**config.mk**
```make
export PLATFORM = sky130hd
export DESIGN_NAME = leaf_i2o3
export DESIGN_NICKNAME = d
export VERILOG_FILES = /design/src/leaf_pkg.sv /design/src/kernel_combine.sv /design/src/kernel_lane.sv /design/src/leaf_i2o3.sv /design/src/leaf_rx.sv /design/src/leaf_tx.sv /design/src/user_kernel.sv
export SDC_FILE = /design/constraint.sdc
export NUM_CORES = 1
export LEC_CHECK = 0
export BUFFER_PORTS_ARGS = -buffer_cell sky130_fd_sc_hd__buf_2
export CORE_MARGIN = 2
export CORE_UTILIZATION = 40
export DETAILED_ROUTE_END_ITERATION = 7
export PLACE_DENSITY = 0.64
export SYNTH_ARGS = -nofsm -noshare
export SYNTH_HDL_FRONTEND = slang
export SYNTH_SLANG_ARGS = --single-unit
```
**constraint.sdc**
```tcl
create_clock -name clk_400 -period 10.33 [get_ports clk_400]
set_input_delay 0.5165 -clock clk_400 [delete_from_list [all_inputs] [get_ports clk_400]]
set_output_delay 0.5165 -clock clk_400 [all_outputs]
set_load 0.01 [all_outputs]
```
**src/leaf_pkg.sv**
```systemverilog
package leaf_pkg;

    // ~~~~~~~~~~~~~~~~~~~~~~~~~~~~~~~~~~~~~~~~~~~~~~~~~~~~~~~~~~~~
    // tree packet geometry
    // ~~~~~~~~~~~~~~~~~~~~~~~~~~~~~~~~~~~~~~~~~~~~~~~~~~~~~~~~~~~~
    localparam int PACKET_BITS  = 49;
    localparam int PAYLOAD_BITS = 32;
    localparam int LEAF_BITS    = 5;
    localparam int PORT_BITS    = 4;
    localparam int ADDR_BITS    = 7;

    localparam int NUM_IN_PORTS  = 2;
    localparam int NUM_OUT_PORTS = 3;

    typedef logic [PACKET_BITS-1:0]  packet_t;
    typedef logic [PAYLOAD_BITS-1:0] payload_t;
    typedef logic [LEAF_BITS-1:0]    leaf_id_t;
    typedef logic [PORT_BITS-1:0]    port_id_t;
    typedef logic [ADDR_BITS-1:0]    addr_t;

    // index of one kernel output.
    typedef logic [$clog2(NUM_OUT_PORTS)-1:0] out_sel_t;

    localparam port_id_t CFG_PORT = port_id_t'(0);  // routing table writes.

    // ~~~~~~~~~~~~~~~~~~~~~~~~~~~~~~~~~~~~~~~~~~~~~~~~~~~~~~~~~~~~
    // packet layout, top bit first
    // ~~~~~~~~~~~~~~~~~~~~~~~~~~~~~~~~~~~~~~~~~~~~~~~~~~~~~~~~~~~~
    typedef struct packed {
        logic     valid;
        leaf_id_t dst_leaf;
        port_id_t dst_port;
        addr_t    addr;       // sequence number on outgoing packets.
        payload_t payload;
    } pkt_fields_t;

    // one routing table entry.
    typedef struct packed {
        leaf_id_t dst_leaf;
        port_id_t dst_port;
    } route_t;

    // lane result towards the combiner.
    typedef struct packed {
        logic     vld;
        payload_t data;
    } stream_t;

endpackage

```
**src/kernel_combine.sv**
```systemverilog
module kernel_combine (
    input  logic                                             clk_400,
    input  logic                                             arst_n,
    input  leaf_pkg::stream_t                                lane_a,
    input  leaf_pkg::stream_t                                lane_b,
    output logic                                             take_a,
    output logic                                             take_b,
    output leaf_pkg::payload_t [leaf_pkg::NUM_OUT_PORTS-1:0] out_data,
    output logic [leaf_pkg::NUM_OUT_PORTS-1:0]               out_vld,
    input  logic [leaf_pkg::NUM_OUT_PORTS-1:0]               out_ack
);

    localparam int LANES = leaf_pkg::NUM_IN_PORTS;
    localparam int PAIR  = leaf_pkg::NUM_OUT_PORTS - 1;  // xor output.

    leaf_pkg::stream_t  lane [LANES];
    logic [LANES-1:0]   take;
    leaf_pkg::payload_t slot [LANES];
    logic [LANES-1:0]   slot_full;
    logic               pair_go;

    assign lane[0] = lane_a;
    assign lane[1] = lane_b;

    // a lane is taken only when its output and its pair slot are both empty.
    always_comb begin
        for (int i = 0; i < LANES; i++) begin
            take[i] = lane[i].vld && !out_vld[i] && !slot_full[i];
        end
    end

    assign take_a  = take[0];
    assign take_b  = take[1];
    assign pair_go = (&slot_full) && (!out_vld[PAIR] || out_ack[PAIR]);

    // ~~~~~~~~~~~~~~~~~~~~~~~~~~~~~~~~~~~~~~~~~~~~~~~~~~~~~~~~~~~~
    // output and slot occupancy
    // ~~~~~~~~~~~~~~~~~~~~~~~~~~~~~~~~~~~~~~~~~~~~~~~~~~~~~~~~~~~~
    always_ff @(posedge clk_400 or negedge arst_n) begin
        if (!arst_n) begin
            out_vld   <= '0;
            slot_full <= '0;
        end else begin
            for (int i = 0; i < LANES; i++) begin
                if (take[i]) begin
                    out_vld[i]   <= 1'b1;
                    slot_full[i] <= 1'b1;
                end else begin
                    if (out_ack[i]) begin
                        out_vld[i] <= 1'b0;
                    end
                    if (pair_go) begin
                        slot_full[i] <= 1'b0;  // both slots drain together.
                    end
                end
            end
            if (pair_go) begin
                out_vld[PAIR] <= 1'b1;
            end else if (out_ack[PAIR]) begin
                out_vld[PAIR] <= 1'b0;
            end
        end
    end

    always_ff @(posedge clk_400) begin
        for (int i = 0; i < LANES; i++) begin
            if (take[i]) begin
                out_data[i] <= lane[i].data;
                slot[i]     <= lane[i].data;
            end
        end
        if (pair_go) begin
            out_data[PAIR] <= slot[0] ^ slot[1];
        end
    end

endmodule

```
**src/kernel_lane.sv**
```systemverilog
module kernel_lane (
    input  logic               clk_400,
    input  logic               arst_n,
    input  logic               run,
    input  leaf_pkg::payload_t data,
    input  logic               vld,
    output logic               ack,
    output leaf_pkg::stream_t  result,
    input  logic               take
);

    leaf_pkg::payload_t sum;
    logic               pend;      // sum not yet offered.
    logic               res_vld;
    leaf_pkg::payload_t res_data;
    logic               res_free;
    logic               move;
    logic               accept;

    assign res_free = !res_vld || take;
    assign move     = pend && res_free;
    assign ack      = run && (!pend || res_free);
    assign accept   = vld && ack;

    always_ff @(posedge clk_400 or negedge arst_n) begin
        if (!arst_n) begin
            sum     <= '0;
            pend    <= 1'b0;
            res_vld <= 1'b0;
        end else if (!run) begin
            sum     <= '0;
            pend    <= 1'b0;
            res_vld <= 1'b0;
        end else begin
            if (accept) begin
                sum  <= sum + data;  // wraps.
                pend <= 1'b1;
            end else if (move) begin
                pend <= 1'b0;
            end
            if (move) begin
                res_vld <= 1'b1;
            end else if (take) begin
                res_vld <= 1'b0;
            end
        end
    end

    always_ff @(posedge clk_400) begin
        if (move) begin
            res_data <= sum;
        end
    end

    assign result.vld  = res_vld;
    assign result.data = res_data;

endmodule

```
**src/leaf_i2o3.sv**
```systemverilog
module leaf_i2o3 #(
    parameter int RX_DEPTH = 4
) (
    input  logic              clk_400,
    input  logic              arst_n,
    input  leaf_pkg::packet_t din_leaf_bft2interface,
    output leaf_pkg::packet_t dout_leaf_interface2bft,
    input  logic              resend,
    input  logic              ap_start
);

    leaf_pkg::payload_t [leaf_pkg::NUM_IN_PORTS-1:0]  in_data;
    logic [leaf_pkg::NUM_IN_PORTS-1:0]                in_vld;
    logic [leaf_pkg::NUM_IN_PORTS-1:0]                in_ack;
    leaf_pkg::payload_t [leaf_pkg::NUM_OUT_PORTS-1:0] out_data;
    logic [leaf_pkg::NUM_OUT_PORTS-1:0]               out_vld;
    logic [leaf_pkg::NUM_OUT_PORTS-1:0]               out_ack;
    leaf_pkg::route_t [leaf_pkg::NUM_OUT_PORTS-1:0]   routes;

    leaf_rx #(
        .RX_DEPTH (RX_DEPTH)
    ) rx_inst (
        .clk_400                (clk_400),
        .arst_n                 (arst_n),
        .din_leaf_bft2interface (din_leaf_bft2interface),
        .in_data                (in_data),
        .in_vld                 (in_vld),
        .in_ack                 (in_ack),
        .routes                 (routes)
    );

    user_kernel user_kernel_inst (
        .clk_400  (clk_400),
        .arst_n   (arst_n),
        .ap_start (ap_start),
        .in_data  (in_data),
        .in_vld   (in_vld),
        .in_ack   (in_ack),
        .out_data (out_data),
        .out_vld  (out_vld),
        .out_ack  (out_ack)
    );

    leaf_tx tx_inst (
        .clk_400                 (clk_400),
        .arst_n                  (arst_n),
        .resend                  (resend),
        .out_data                (out_data),
        .out_vld                 (out_vld),
        .out_ack                 (out_ack),
        .routes                  (routes),
        .dout_leaf_interface2bft (dout_leaf_interface2bft)
    );

endmodule

```
**src/leaf_rx.sv**
```systemverilog
module leaf_rx #(
    parameter int RX_DEPTH = 4
) (
    input  logic                                            clk_400,
    input  logic                                            arst_n,
    input  leaf_pkg::packet_t                               din_leaf_bft2interface,
    output leaf_pkg::payload_t [leaf_pkg::NUM_IN_PORTS-1:0] in_data,
    output logic [leaf_pkg::NUM_IN_PORTS-1:0]               in_vld,
    input  logic [leaf_pkg::NUM_IN_PORTS-1:0]               in_ack,
    output leaf_pkg::route_t [leaf_pkg::NUM_OUT_PORTS-1:0]  routes
);

    localparam int PTR_BITS = $clog2(RX_DEPTH);

    leaf_pkg::pkt_fields_t pkt_in;
    leaf_pkg::pkt_fields_t pkt_q;
    logic                  pkt_valid_q;

    assign pkt_in = leaf_pkg::pkt_fields_t'(din_leaf_bft2interface);

    always_ff @(posedge clk_400 or negedge arst_n) begin
        if (!arst_n) begin
            pkt_valid_q <= 1'b0;
        end else begin
            pkt_valid_q <= pkt_in.valid;
        end
    end

    always_ff @(posedge clk_400) begin
        pkt_q <= pkt_in;
    end

    // ~~~~~~~~~~~~~~~~~~~~~~~~~~~~~~~~~~~~~~~~~~~~~~~~~~~~~~~~~~~~
    // routing table, addr 1..3 selects the output
    // ~~~~~~~~~~~~~~~~~~~~~~~~~~~~~~~~~~~~~~~~~~~~~~~~~~~~~~~~~~~~
    always_ff @(posedge clk_400 or negedge arst_n) begin
        if (!arst_n) begin
            routes <= '0;
        end else if (pkt_valid_q && pkt_q.dst_port == leaf_pkg::CFG_PORT) begin
            for (int j = 0; j < leaf_pkg::NUM_OUT_PORTS; j++) begin
                if (pkt_q.addr == leaf_pkg::addr_t'(j + 1)) begin
                    routes[j] <= leaf_pkg::route_t'(pkt_q.payload[$bits(leaf_pkg::route_t)-1:0]);
                end
            end
        end
    end

    // ~~~~~~~~~~~~~~~~~~~~~~~~~~~~~~~~~~~~~~~~~~~~~~~~~~~~~~~~~~~~
    // receive queues for data ports 1 and 2
    // ~~~~~~~~~~~~~~~~~~~~~~~~~~~~~~~~~~~~~~~~~~~~~~~~~~~~~~~~~~~~
    for (genvar i = 0; i < leaf_pkg::NUM_IN_PORTS; i++) begin : g_queue
        leaf_pkg::payload_t mem [RX_DEPTH];
        logic [PTR_BITS:0]  wr_ptr;
        logic [PTR_BITS:0]  rd_ptr;
        logic               full;
        logic               push;
        logic               pop;

        assign full = (wr_ptr[PTR_BITS] != rd_ptr[PTR_BITS]) &&
                      (wr_ptr[PTR_BITS-1:0] == rd_ptr[PTR_BITS-1:0]);
        assign push = pkt_valid_q && !full &&
                      pkt_q.dst_port == leaf_pkg::port_id_t'(i + 1);  // full queue drops.
        assign pop  = in_vld[i] && in_ack[i];

        assign in_vld[i]  = (wr_ptr != rd_ptr);
        assign in_data[i] = mem[rd_ptr[PTR_BITS-1:0]];

        always_ff @(posedge clk_400) begin
            if (push) begin
                mem[wr_ptr[PTR_BITS-1:0]] <= pkt_q.payload;
            end
        end

        always_ff @(posedge clk_400 or negedge arst_n) begin
            if (!arst_n) begin
                wr_ptr <= '0;
                rd_ptr <= '0;
            end else begin
                if (push) begin
                    wr_ptr <= wr_ptr + 1'b1;
                end
                if (pop) begin
                    rd_ptr <= rd_ptr + 1'b1;
                end
            end
        end
    end

endmodule

```
**src/leaf_tx.sv**
```systemverilog
module leaf_tx (
    input  logic                                             clk_400,
    input  logic                                             arst_n,
    input  logic                                             resend,
    input  leaf_pkg::payload_t [leaf_pkg::NUM_OUT_PORTS-1:0] out_data,
    input  logic [leaf_pkg::NUM_OUT_PORTS-1:0]               out_vld,
    output logic [leaf_pkg::NUM_OUT_PORTS-1:0]               out_ack,
    input  leaf_pkg::route_t [leaf_pkg::NUM_OUT_PORTS-1:0]   routes,
    output leaf_pkg::packet_t                                dout_leaf_interface2bft
);

    localparam int N = leaf_pkg::NUM_OUT_PORTS;

    leaf_pkg::out_sel_t    rr_ptr;
    leaf_pkg::out_sel_t    sel;
    logic                  hit;
    logic                  grant;
    logic                  move;
    leaf_pkg::addr_t       seq [N];

    // capture stage.
    logic                  cap_vld;
    leaf_pkg::out_sel_t    cap_idx;
    leaf_pkg::addr_t       cap_addr;
    leaf_pkg::payload_t    cap_data;

    // packet stage.
    logic                  pkt_vld;
    leaf_pkg::route_t      pkt_route;
    leaf_pkg::addr_t       pkt_addr;
    leaf_pkg::payload_t    pkt_data;
    leaf_pkg::pkt_fields_t pkt;

    // first valid output at or after the round-robin pointer.
    always_comb begin : pick
        int cand;
        sel = rr_ptr;
        hit = 1'b0;
        for (int k = 0; k < N; k++) begin
            cand = int'(rr_ptr) + k;
            if (cand >= N) begin
                cand = cand - N;
            end
            if (!hit && out_vld[cand]) begin
                hit = 1'b1;
                sel = leaf_pkg::out_sel_t'(cand);
            end
        end
    end

    assign move  = cap_vld && (!pkt_vld || !resend);  // packet stage free or sending.
    assign grant = !resend && hit;

    always_comb begin
        out_ack = '0;
        if (grant) begin
            out_ack[sel] = 1'b1;
        end
    end

    always_ff @(posedge clk_400 or negedge arst_n) begin
        if (!arst_n) begin
            rr_ptr  <= '0;
            cap_vld <= 1'b0;
            pkt_vld <= 1'b0;
            for (int j = 0; j < N; j++) begin
                seq[j] <= '0;
            end
        end else begin
            if (grant) begin
                cap_vld  <= 1'b1;
                seq[sel] <= seq[sel] + 1'b1;
                rr_ptr   <= (sel == leaf_pkg::out_sel_t'(N - 1)) ? '0 : sel + 1'b1;
            end else if (move) begin
                cap_vld <= 1'b0;
            end
            if (move) begin
                pkt_vld <= 1'b1;
            end else if (!resend) begin
                pkt_vld <= 1'b0;  // sent on this edge.
            end
        end
    end

    always_ff @(posedge clk_400) begin
        if (grant) begin
            cap_idx  <= sel;
            cap_addr <= seq[sel];
            cap_data <= out_data[sel];
        end
        if (move) begin
            pkt_route <= routes[cap_idx];
            pkt_addr  <= cap_addr;
            pkt_data  <= cap_data;
        end
    end

    assign pkt.valid    = pkt_vld;
    assign pkt.dst_leaf = pkt_route.dst_leaf;
    assign pkt.dst_port = pkt_route.dst_port;
    assign pkt.addr     = pkt_addr;
    assign pkt.payload  = pkt_data;

    assign dout_leaf_interface2bft = resend ? '0 : leaf_pkg::packet_t'(pkt);

endmodule

```
**src/user_kernel.sv**
```systemverilog
module user_kernel (
    input  logic                                             clk_400,
    input  logic                                             arst_n,
    input  logic                                             ap_start,
    input  leaf_pkg::payload_t [leaf_pkg::NUM_IN_PORTS-1:0]  in_data,
    input  logic [leaf_pkg::NUM_IN_PORTS-1:0]                in_vld,
    output logic [leaf_pkg::NUM_IN_PORTS-1:0]                in_ack,
    output leaf_pkg::payload_t [leaf_pkg::NUM_OUT_PORTS-1:0] out_data,
    output logic [leaf_pkg::NUM_OUT_PORTS-1:0]               out_vld,
    input  logic [leaf_pkg::NUM_OUT_PORTS-1:0]               out_ack
);

    logic                                run;
    leaf_pkg::stream_t                   lane_res [leaf_pkg::NUM_IN_PORTS];
    logic [leaf_pkg::NUM_IN_PORTS-1:0]   lane_take;

    // sticky until reset.
    always_ff @(posedge clk_400 or negedge arst_n) begin
        if (!arst_n) begin
            run <= 1'b0;
        end else if (ap_start) begin
            run <= 1'b1;
        end
    end

    for (genvar i = 0; i < leaf_pkg::NUM_IN_PORTS; i++) begin : g_lane
        kernel_lane lane_inst (
            .clk_400 (clk_400),
            .arst_n  (arst_n),
            .run     (run),
            .data    (in_data[i]),
            .vld     (in_vld[i]),
            .ack     (in_ack[i]),
            .result  (lane_res[i]),
            .take    (lane_take[i])
        );
    end

    kernel_combine combine_inst (
        .clk_400  (clk_400),
        .arst_n   (arst_n),
        .lane_a   (lane_res[0]),
        .lane_b   (lane_res[1]),
        .take_a   (lane_take[0]),
        .take_b   (lane_take[1]),
        .out_data (out_data),
        .out_vld  (out_vld),
        .out_ack  (out_ack)
    );

endmodule
```
==> results of run 1 <==
## kinds of logic after synthesis
| kind of cell | after synthesis | synth area share |
|---|---|---|
| flip-flops | 687 | 0.6931 |
| AND/OR/NAND/NOR | 405 | 0.06977 |
| AO/OA/AOI/OAI | 317 | 0.07057 |
| multiplexers | 164 | 0.08915 |
| buffers and inverters | 100 | 0.01423 |
| XOR/XNOR | 90 | 0.02801 |
| adder cells (fa/ha/maj) | 78 | 0.03513 |
## repair_timing
item                                   in CTS  in global routing
hold buffers                               30                  0
gates resized for setup                     0                  0
endpoints found under the hold margin      59                  0
## Yosys cell counts (all sizes together), types with 3 or more instances
| master | instances |
|---|---|
| a21o | 40 |
| o21bai | 6 |
| and2 | 13 |
| mux4 | 64 |
| o211ai | 3 |
| nor2 | 57 |
| ha | 75 |
| and3 | 8 |
| or3 | 9 |
| edfxtp | 505 |
| a21oi | 113 |
| nand3 | 24 |
| o31ai | 4 |
| o221ai | 4 |
| a211oi | 12 |
| a21boi | 5 |
| dfrtp | 139 |
| nand4 | 7 |
| or2 | 7 |
| a2bb2oi | 3 |
| nor3b | 6 |
| nand2b | 14 |
| clkbuf | 50 |
| dfxtp | 43 |
| nor2b | 64 |
| a31o | 3 |
| nand3b | 4 |
| mux2 | 50 |
| xnor2 | 35 |
| nand2 | 170 |
| o21a | 6 |
| inv | 32 |
| xor2 | 55 |
| mux2i | 50 |
| buf | 18 |
| o21ai | 91 |
| nor3 | 13 |
| nor4 | 4 |
| a31oi | 6 |
## per-stage QoR
step	worst slack, ps	power [mW]	cells	area [sq um]	utilization
after floorplan	4690	7.244	1841	28140	-
after global placement	5466	8.131	2839	29820	0.4273
after detailed placement	5386	8.276	2839	29820	0.4273
after CTS	5339	11.04	3003	32670	0.4682
after global routing	5040	11.66	3003	32670	0.4682
final	5355	10.94	3004	32680	0.4682
## worst min-delay path by stage
stage | end | from | slack, ps | depth (start not counted)
2_1_floorplan | rx_inst.g_queue[0].rd_ptr[0] | arst_n | 220 | 0
3_3_place_gp | user_kernel_inst.combine_inst.slot[0][32] | user_kernel_inst.g_lane[1].lane_inst.res_data[0] | 400 | 0
3_5_place_dp | tx_inst.pkt_addr[1] | tx_inst.cap_addr[1] | 400 | 0
4_1_cts | rx_inst.pkt_q[40] | din_leaf_bft2interface[40] | 0.8 | 1
5_1_grt | rx_inst.pkt_q[37] | din_leaf_bft2interface[37] | 7 | 1
6_report | rx_inst.pkt_q[24] | din_leaf_bft2interface[24] | 30 | 1
## layout make-up
| type | instances | area share |
|---|---|---|
| Inverter | 32 | 0.003676 |
| Clock inverter | 41 | 0.01432 |
| Antenna cell | 1 | 0.00007658 |
| Sequential cell | 687 | 0.5970 |
| Tap cell | 940 | 0.03599 |
| Multi-Input combinational cell | 1054 | 0.2541 |
| Timing Repair Buffer | 156 | 0.03098 |
| Clock buffer | 93 | 0.06395 |
## flip-flops by register name, indices dropped and copies added, names as in the netlist, 3 cells and up
signal                                      flops
rx_inst.pkt_q                                  43
rx_inst.g_queue.mem                           256
tx_inst.seq                                    21
user_kernel_inst.combine_inst.out_data         64
user_kernel_inst.g_lane.lane_inst.res_data     64
user_kernel_inst.combine_inst.slot             32
tx_inst.cap_data                               32
tx_inst.cap_addr                                7
user_kernel_inst.g_lane.lane_inst.sum          64
rx_inst.g_queue.rd_ptr                          6
rx_inst.g_queue.wr_ptr                          6
tx_inst.pkt_data                               32
rx_inst.routes                                 27
tx_inst.pkt_addr                                7
user_kernel_inst.combine_inst.out_vld           3
tx_inst.pkt                                     9
## routing by layer
metal  global-route usage  wire (um)  vias to the layer above
met4              0.04999       1148                        0
met1               0.2075      24950                     7577
met2               0.2521      26340                      353
met3              0.02226       2298                       78
met5                    0          0                        -
li1                     -          -                     7258
## where the power goes
group | total [mW] | switching (mW) | internal (mW) | leakage, nW
combinational | 4.03 | 2.34 | 1.69 | 4.44
sequential | 4.20 | 0.369 | 3.83 | 6.75
clock | 2.72 | 1.05 | 1.67 | 1.26
total | 10.9 | 3.76 | 7.18 | 12.5
==> impl_metrics.ini, run 1 <==
[cts]
clock-sinks = 687
htree_levels = 3
path_clk_slew_ps = 60
clock_latency_ps = 600
cts_made_buffers = 72
cts_tree = yes
cts_max_path_buffers = 3
post_cts_buffers = 0
cts-root-buf = clkbuf_16

[yosys]
yosys_register_bits = 687
synth_top_area_cell = edfxtp_1
synthArstFlopShare = 0.2023
yosys_warnings = 0
syn_area_sq_mm = 0.02814
synthCells = 1841
synth_cell_types = 78
yosysTopAreaCellShare = 0.5389
synthTopCellsByArea = edfxtp_1 (54%), dfrtp_1 (12%), mux4_2 (5.1%), ha_1 (3.3%), dfxtp_1 (3.1%)
synth_ff_type = edfxtp_1
synth_nets = 1971
synth_edf_count = 505
yosysSeqAreaShare = 0.6931
syn_avg_cell_area_sq_um = 15.28

[final_layout]
fillers = 5906
most-common-layout-cells = edfxtp_1 (505), nand2_1 (169), dfrtp_1 (137), a21oi_1 (108), buf_2 (95)
drive_gt1_frac = 0.1958
areaGrowthSynthToFinish_pct = 16.13
final_common_cell = edfxtp_1
final_nets = 2133
seqCellArea_sq_mm = 0.01951
multi_input_area_sq_mm = 0.008302

[placement]
port_buffers = 96
dpl.hpwl_mm = 35.91
gp_congestion = 0.8994

[timing]
rsz0062_at_grt = no
hold_viol_final = 0
holdWs_ps = 30.63
fin_skew_ps = 24.59
setup_viol = 0
maxClockFrequency_mhz = 201.0
post-route-min-period_ps = 4975
worst_slew_margin_rel = 0.4342
min_period_over_period = 0.4816
finalSetupTns_ps = 0
final-max-slew-violation-count = 0
worst_slew_pin_slew_ps = 848.7

[drt]
firstDrtPassIters = 5
drt-total-wl_mm = 54.74
drt_iter0_markers = 1066
drt-vias-per-instance = 5.082
wl_per_cell_um = 18.22
num_vias = 15270
drc = 0
antenna_left = 0

[worst_setup_path]
cp-end-kind = flop
crit_slowest_cell = a32oi_4
cp.required_ps = 10810
critPathMaxFanout = 39
reg2reg_to = tx_inst.seq[13]
critical_path_buf_inv_count = 3
crit_type = flop to flop
worst-path-stages = 16
reg2reg_from = tx_inst.rr_ptr[0]
worstPathCellList = inv_1, ha_1, a21boi_1, a221o_1, o21ai_2, a21oi_1, a32oi_4, buf_4, and2_4, a2bb2oi_1, inv_1, ha_1, nand2b_1, nand4b_1, xnor2_1, mux2_2
worstPathArrival_ps = 5460
r2r_cells = 16
start_kind = flop
critPathMaxStageDelay_ps = 670
startpoint = tx_inst.rr_ptr[0]
crit_end = tx_inst.seq[13]
cpLargestDelayFamily = compound AO/OA/AOI/OAI gates
r2r_setup_slack_ps = 5360

[min_path]
min_path_type = primary input to flop

[grt]
overflow = 0
grt_pass1_wl_mm = 87.48
grt_pass1_vias = 15680
grt_max_degree = 59
antenna_found_initial = 0
grt.total_usage = 0.1524

[floorplan]
start_util = 0.4032
die_w_um = 269.2
num_rows = 97
die_y_um = 269.2
core_sq_mm = 0.06979
ioPinCount = 102
fp.dieArea_sq_mm = 0.07248

[run_status]
outcome = finished, final reports clean

[power]
pwr_density_cell_mw_per_mm2 = 334.9
vdd_ir_drop_max_v = 0.0001541
p_leak_nw = 12.45

[run]
maxCapViolations = 0
Note: power is estimated with default switching activity, not from simulation.
==> run 2, diff against run 1 <==
- clock period: 10.33 -> 4.6 ns (I/O delays scaled with it)
==> run 2 against run 1 <==
Compared with the run above:
- sequential share of layout area rose by 0.16 points
- die area did not move
- largest power group unchanged
- sequential cell count did not move
- largest cell class unchanged
- first-iteration DRC count rose by 16%
- power rose by 120%
- sequential power rose by 130%
- non-clock buffer count rose by 27
- combinational power rose by 130%
- clock power rose by 97%
- maximum frequency rose by 13%
==> impl_metrics.ini, run 2 (same netlist as run 1, synthesis figures left out) <==
[timing]
setup_ws_ps = 216.5
worst_slew_margin_rel = 0.3473
maxClockFrequency_mhz = 228.1
fin_skew_ps = 28.35
min_period_over_period = 0.9529
final-max-slew-violation-count = 0
holdWs_ps = 243.6
finalSetupTns_ps = 0
worst_slew_pin_slew_ps = 977.7
hold_viol_final = 0
rsz0062_at_grt = no
post-route-min-period_ps = 4383
setup_viol = 0

[floorplan]
fp.dieArea_sq_mm = 0.07248
start_util = 0.4032
ioPinCount = 102
die_y_um = 269.2
num_rows = 97
die_w_um = 269.2
core_sq_mm = 0.06979

[cts]
cts_tree = yes
path_clk_slew_ps = 70
cts_made_buffers = 70
cts_max_path_buffers = 3
clock_latency_ps = 610
cts-root-buf = clkbuf_16
htree_levels = 3
clock-sinks = 687

[worst_setup_path]
start_kind = flop
critPathMaxStageDelay_ps = 630
worstPathArrival_ps = 4900
worstPathCellList = buf_4, mux4_2, ha_1, o21ai_0, nor2_1, o311ai_0, o221ai_1, o21ai_1, o41ai_2, a311o_1, xnor2_1, or3_1, a21oi_1
crit_type = flop to flop
critPathMaxFanout = 7
cp.required_ps = 5120
cp-end-kind = flop
crit_slowest_cell = o311ai_0

[drt]
wl_met2_mm = 26.33
wl_met3_mm = 2.221
num_vias = 15300
wl_per_cell_um = 18.22
drt-vias-per-instance = 5.056
drt_iter0_markers = 1236
drt-total-wl_mm = 55.13
antenna_left = 0
firstDrtPassIters = 5
top_layer_used = met4
drc = 0
drt-met1-wl_mm = 25.11

[run_status]
outcome = finished, final reports clean

[grt]
grt_pass1_wl_mm = 87.46
antenna_found_initial = 0
grt_max_degree = 96
grt_pass1_vias = 15830
overflow = 0
grt.total_usage = 0.1528

[final_layout]
fillers = 5937
fin_cells = 3026
areaGrowthSynthToFinish_pct = 15.84
finish.utilization = 0.4671
final_nets = 2158
stdcell_area_sq_mm = 0.03260
most-common-layout-cells = edfxtp_1 (505), nand2_1 (169), dfrtp_1 (137), a21oi_1 (108), buf_2 (95)
antenna_cells = 0
final_common_cell = edfxtp_1
largest_register_ffs = 256
drive_gt1_frac = 0.1913

[placement]
dpl.hpwl_mm = 37.17
numPlacedInstances = 2850
dp_slack_ps = 229.4
dpl_cell_area_sq_mm = 0.02994
port_buffers = 96
gp_congestion = 0.8710

[power]
vdd_ir_drop_max_v = 0.0003749
total_power_mw = 23.98
pwr_density_cell_mw_per_mm2 = 735.6
p_leak_nw = 12.39

[min_path]
min_path_type = primary input to flop

[run]
maxCapViolations = 0
run 2: changes by cell type in the layout (fill, tap and decap cells not counted), sizes merged:
cell,previous run,this run
buf,126,137
bufinv,9,2
diode,1,0
inv,37,36
dlygate4sd3,30,46
clkinv,23,27
run 2: cell type report:
| cell class | count | area [sq um] | area share |
|---|---|---|---|
| well taps | 940 | 1176 | 0.03608 |
| repair buffers | 183 | 1280 | 0.03927 |
| clock buffers | 93 | 1878 | 0.05762 |
| flip-flops and latches | 687 | 19510 | 0.5985 |
| clock inverters | 37 | 317.8 | 0.009750 |
| multi-input cells | 1054 | 8314 | 0.2551 |
| inverters | 32 | 120.1 | 0.003685 |
run 2: worst paths after layout:
kind                                                                        from  depth (start not counted)                                           end  slack [ps]
worst min-delay path                                  din_leaf_bft2interface[26]                          2                             rx_inst.pkt_q[26]         240
min in group asynchronous                                                 arst_n                          2                  rx_inst.g_queue[0].rd_ptr[0]         310
max in group asynchronous                                                 arst_n                          3  user_kernel_inst.g_lane[1].lane_inst.sum[22]        3070
worst min register to register  user_kernel_inst.g_lane[1].lane_inst.res_data[9]                          0     user_kernel_inst.combine_inst.slot[0][41]         410
worst max register to register                      rx_inst.g_queue[1].rd_ptr[0]                         13  user_kernel_inst.g_lane[1].lane_inst.sum[31]         220
worst max-delay path                                rx_inst.g_queue[1].rd_ptr[0]                         13  user_kernel_inst.g_lane[1].lane_inst.sum[31]         220
run 2: timing repair:
action	CTS	global route
gates resized for setup	0	1
hold buffers	46	0
endpoints found under the setup margin	0	2
buffers inserted	0	0
endpoints found under the hold margin	139	0
run 2: worst max-delay path, delay by kind of cell, from the launching register on:
family / cells / cell delay [ps]
AOI/OAI and AO/OA: 7 / 2170
muxes: 1 / 510
DFF: 1 / 500
and+or+nand+nor: 2 / 390
adders and majority gates: 1 / 330
buffers and inverters: 1 / 240
xor gates and xnor gates: 1 / 130
run 2: per-layer routing:
layer | global-route usage | vias to the layer above
li1 | - | 7290
met1 | 0.2056 | 7587
met2 | 0.2530 | 324
met3 | 0.02155 | 99
met4 | 0.05719 | 0
met5 | 0 | -
run 2: power by group:
part / internal, mW / switching (mW)
clock: 3.03 / 2.33
sequential: 8.60 / 0.898
combinational: 3.90 / 5.21
total: 15.5 / 8.44
==> run 3, diff against run 2 <==
- CAP_MARGIN: not set -> 5
- CTS_BUF_LIST: not set -> sky130_fd_sc_hd__clkbuf_2 sky130_fd_sc_hd__clkbuf_4 sky130_fd_sc_hd__clkbuf_8
==> run 3 against run 2 <==
Compared with the run above:
- first-iteration DRC count down 0.24%
- worst hold slack worse by 62 ps
- register-to-register slack better by 20 ps
- via count up 1.1%
- global-route usage up 0.065 points
- clock skew up 8.2 ps
- critical path type unchanged
- largest cell class unchanged
==> impl_metrics.ini, run 3 (same netlist as run 1, synthesis figures left out) <==
[placement]
numPlacedInstances = 2850
gp_congestion = 0.8710
dp_slack_ps = 229.4
port_buffers = 96
dpl_cell_area_sq_mm = 0.02994
dpl.hpwl_mm = 37.17

[worst_setup_path]
crit_type = flop to flop
cp.required_ps = 5190
worstPathArrival_ps = 4950
r2r_cells = 13
worst-path-stages = 13
critPathMaxFanout = 24
reg2reg_from = rx_inst.g_queue[1].rd_ptr[0]
worstPathCellList = buf_12, mux4_2, ha_1, nand2_1, nor4_1, o311ai_0, o221ai_1, o21ai_1, o41ai_2, a311o_1, xnor2_1, or3_1, a21oi_1
critPathMaxStageDelay_ps = 600
r2r_setup_slack_ps = 240
start_kind = flop
cpLargestDelayFamily = compound AO/OA/AOI/OAI gates
reg2reg_to = user_kernel_inst.g_lane[1].lane_inst.sum[31]
startpoint = rx_inst.g_queue[1].rd_ptr[0]
cp-end-kind = flop
critical_path_buf_inv_count = 1
crit_slowest_cell = mux4_2

[power]
pwr_density_cell_mw_per_mm2 = 735.9
total_power_mw = 24.11
p_leak_nw = 12.56
vdd_ir_drop_max_v = 0.0003974

[timing]
maxClockFrequency_mhz = 229.4
min_period_over_period = 0.9476
post-route-min-period_ps = 4359
final-max-slew-violation-count = 0
setup_ws_ps = 240.9
fin_skew_ps = 36.52
hold_viol_final = 0
holdWs_ps = 181.5
setup_viol = 0
rsz0062_at_grt = no
worst_slew_margin_rel = 0.3488
finalSetupTns_ps = 0
worst_slew_pin_slew_ps = 975.4

[cts]
clock-sinks = 687
htree_levels = 3
cts-root-buf = clkbuf_8
cts_max_path_buffers = 3
post_cts_buffers = 0
cts_made_buffers = 103
clock_latency_ps = 690
path_clk_slew_ps = 60
cts_tree = yes

[drt]
drc = 0
drt_iter0_markers = 1233
antenna_left = 0
firstDrtPassIters = 5
wl_per_cell_um = 17.96
drt-total-wl_mm = 55.48
drt-vias-per-instance = 5.005
num_vias = 15460

[grt]
grt_pass1_wl_mm = 87.76
grt_pass1_vias = 16060
overflow = 0
grt_max_degree = 96
top_usage_layer = met2
grt_util_met3 = 0.02511
grt.total_usage = 0.1535
antenna_found_initial = 1
grt.met2_usage = 0.2507
use_met1 = 0.2044

[final_layout]
fillers = 5957
stdcell_area_sq_mm = 0.03277
fin_cells = 3090
drive_gt1_frac = 0.2224
largest_register_ffs = 256
most-common-layout-cells = edfxtp_1 (505), nand2_1 (169), dfrtp_1 (137), clkbuf_8 (122), a21oi_1 (108)
finish.utilization = 0.4695
final_common_cell = edfxtp_1
final_nets = 2191
areaGrowthSynthToFinish_pct = 16.45

[run]
maxCapViolations = 0

[min_path]
min_to = rx_inst.pkt_q[11]
min_from = din_leaf_bft2interface[11]
worstHoldPathCells = 2
min_path_type = primary input to flop

[floorplan]
die_w_um = 269.2
fp.dieArea_sq_mm = 0.07248
num_rows = 97
ioPinCount = 102
core_sq_mm = 0.06979
start_util = 0.4032
die_y_um = 269.2

[run_status]
outcome = finished, final reports clean
## run 3: cell count changes in the layout (fill, tap and decap cells not counted), sizes merged
cell,before,now
diode,0,1
bufinv,2,9
clkinvlp,4,5
clkbuf,93,159
inv,36,33
clkinv,27,19
## run 3: power by group
group / total, mW / leakage [nW] / switching, mW / internal (mW)
Clock: 5.51 / 1.24 / 2.28 / 3.22
Combinational: 9.11 / 4.57 / 5.20 / 3.90
Sequential: 9.50 / 6.75 / 0.900 / 8.60
Total: 24.1 / 12.6 / 8.39 / 15.7
## run 3: how the worst max path moves through the flow
| stage | endpoint | slack, ps |
|---|---|---|
| 6_report | user_kernel_inst.g_lane[1].lane_inst.sum[31] | 240 |
| 5_1_grt | user_kernel_inst.g_lane[1].lane_inst.sum[31] | 50 |
| 4_1_cts | user_kernel_inst.g_lane[0].lane_inst.sum[31] | 210 |
| 3_5_place_dp | user_kernel_inst.g_lane[0].lane_inst.sum[31] | 230 |
| 3_3_place_gp | user_kernel_inst.g_lane[0].lane_inst.sum[31] | 250 |
| 2_1_floorplan | user_kernel_inst.combine_inst.out_data[64] | 8 |
## run 3: metal layers
layer  routed length (um)  up-vias
li1                     -     7373
met1                25280     7633
met2                26470      356
met3                 2209      102
met4                 1518        0
met5                    0        -
## run 3: cell type report
| class | count | area, sq um | share of cell area |
|---|---|---|---|
| diodes | 1 | 2.502 | 0.00007637 |
| flip-flops and latches | 687 | 19510 | 0.5954 |
| multi-input cells | 1054 | 8314 | 0.2537 |
| clock inverters | 34 | 407.9 | 0.01245 |
| clock buffers | 159 | 1957 | 0.05972 |
| repair buffers | 183 | 1280 | 0.03906 |
| inverters | 32 | 120.1 | 0.003666 |
| well taps | 940 | 1176 | 0.03589 |
## run 3: timing repair
item                       in CTS  in global routing
setup endpoints to repair       0                  1
hold endpoints to repair      139                  0
gates resized for setup         0                  1
hold buffers                   46                  0
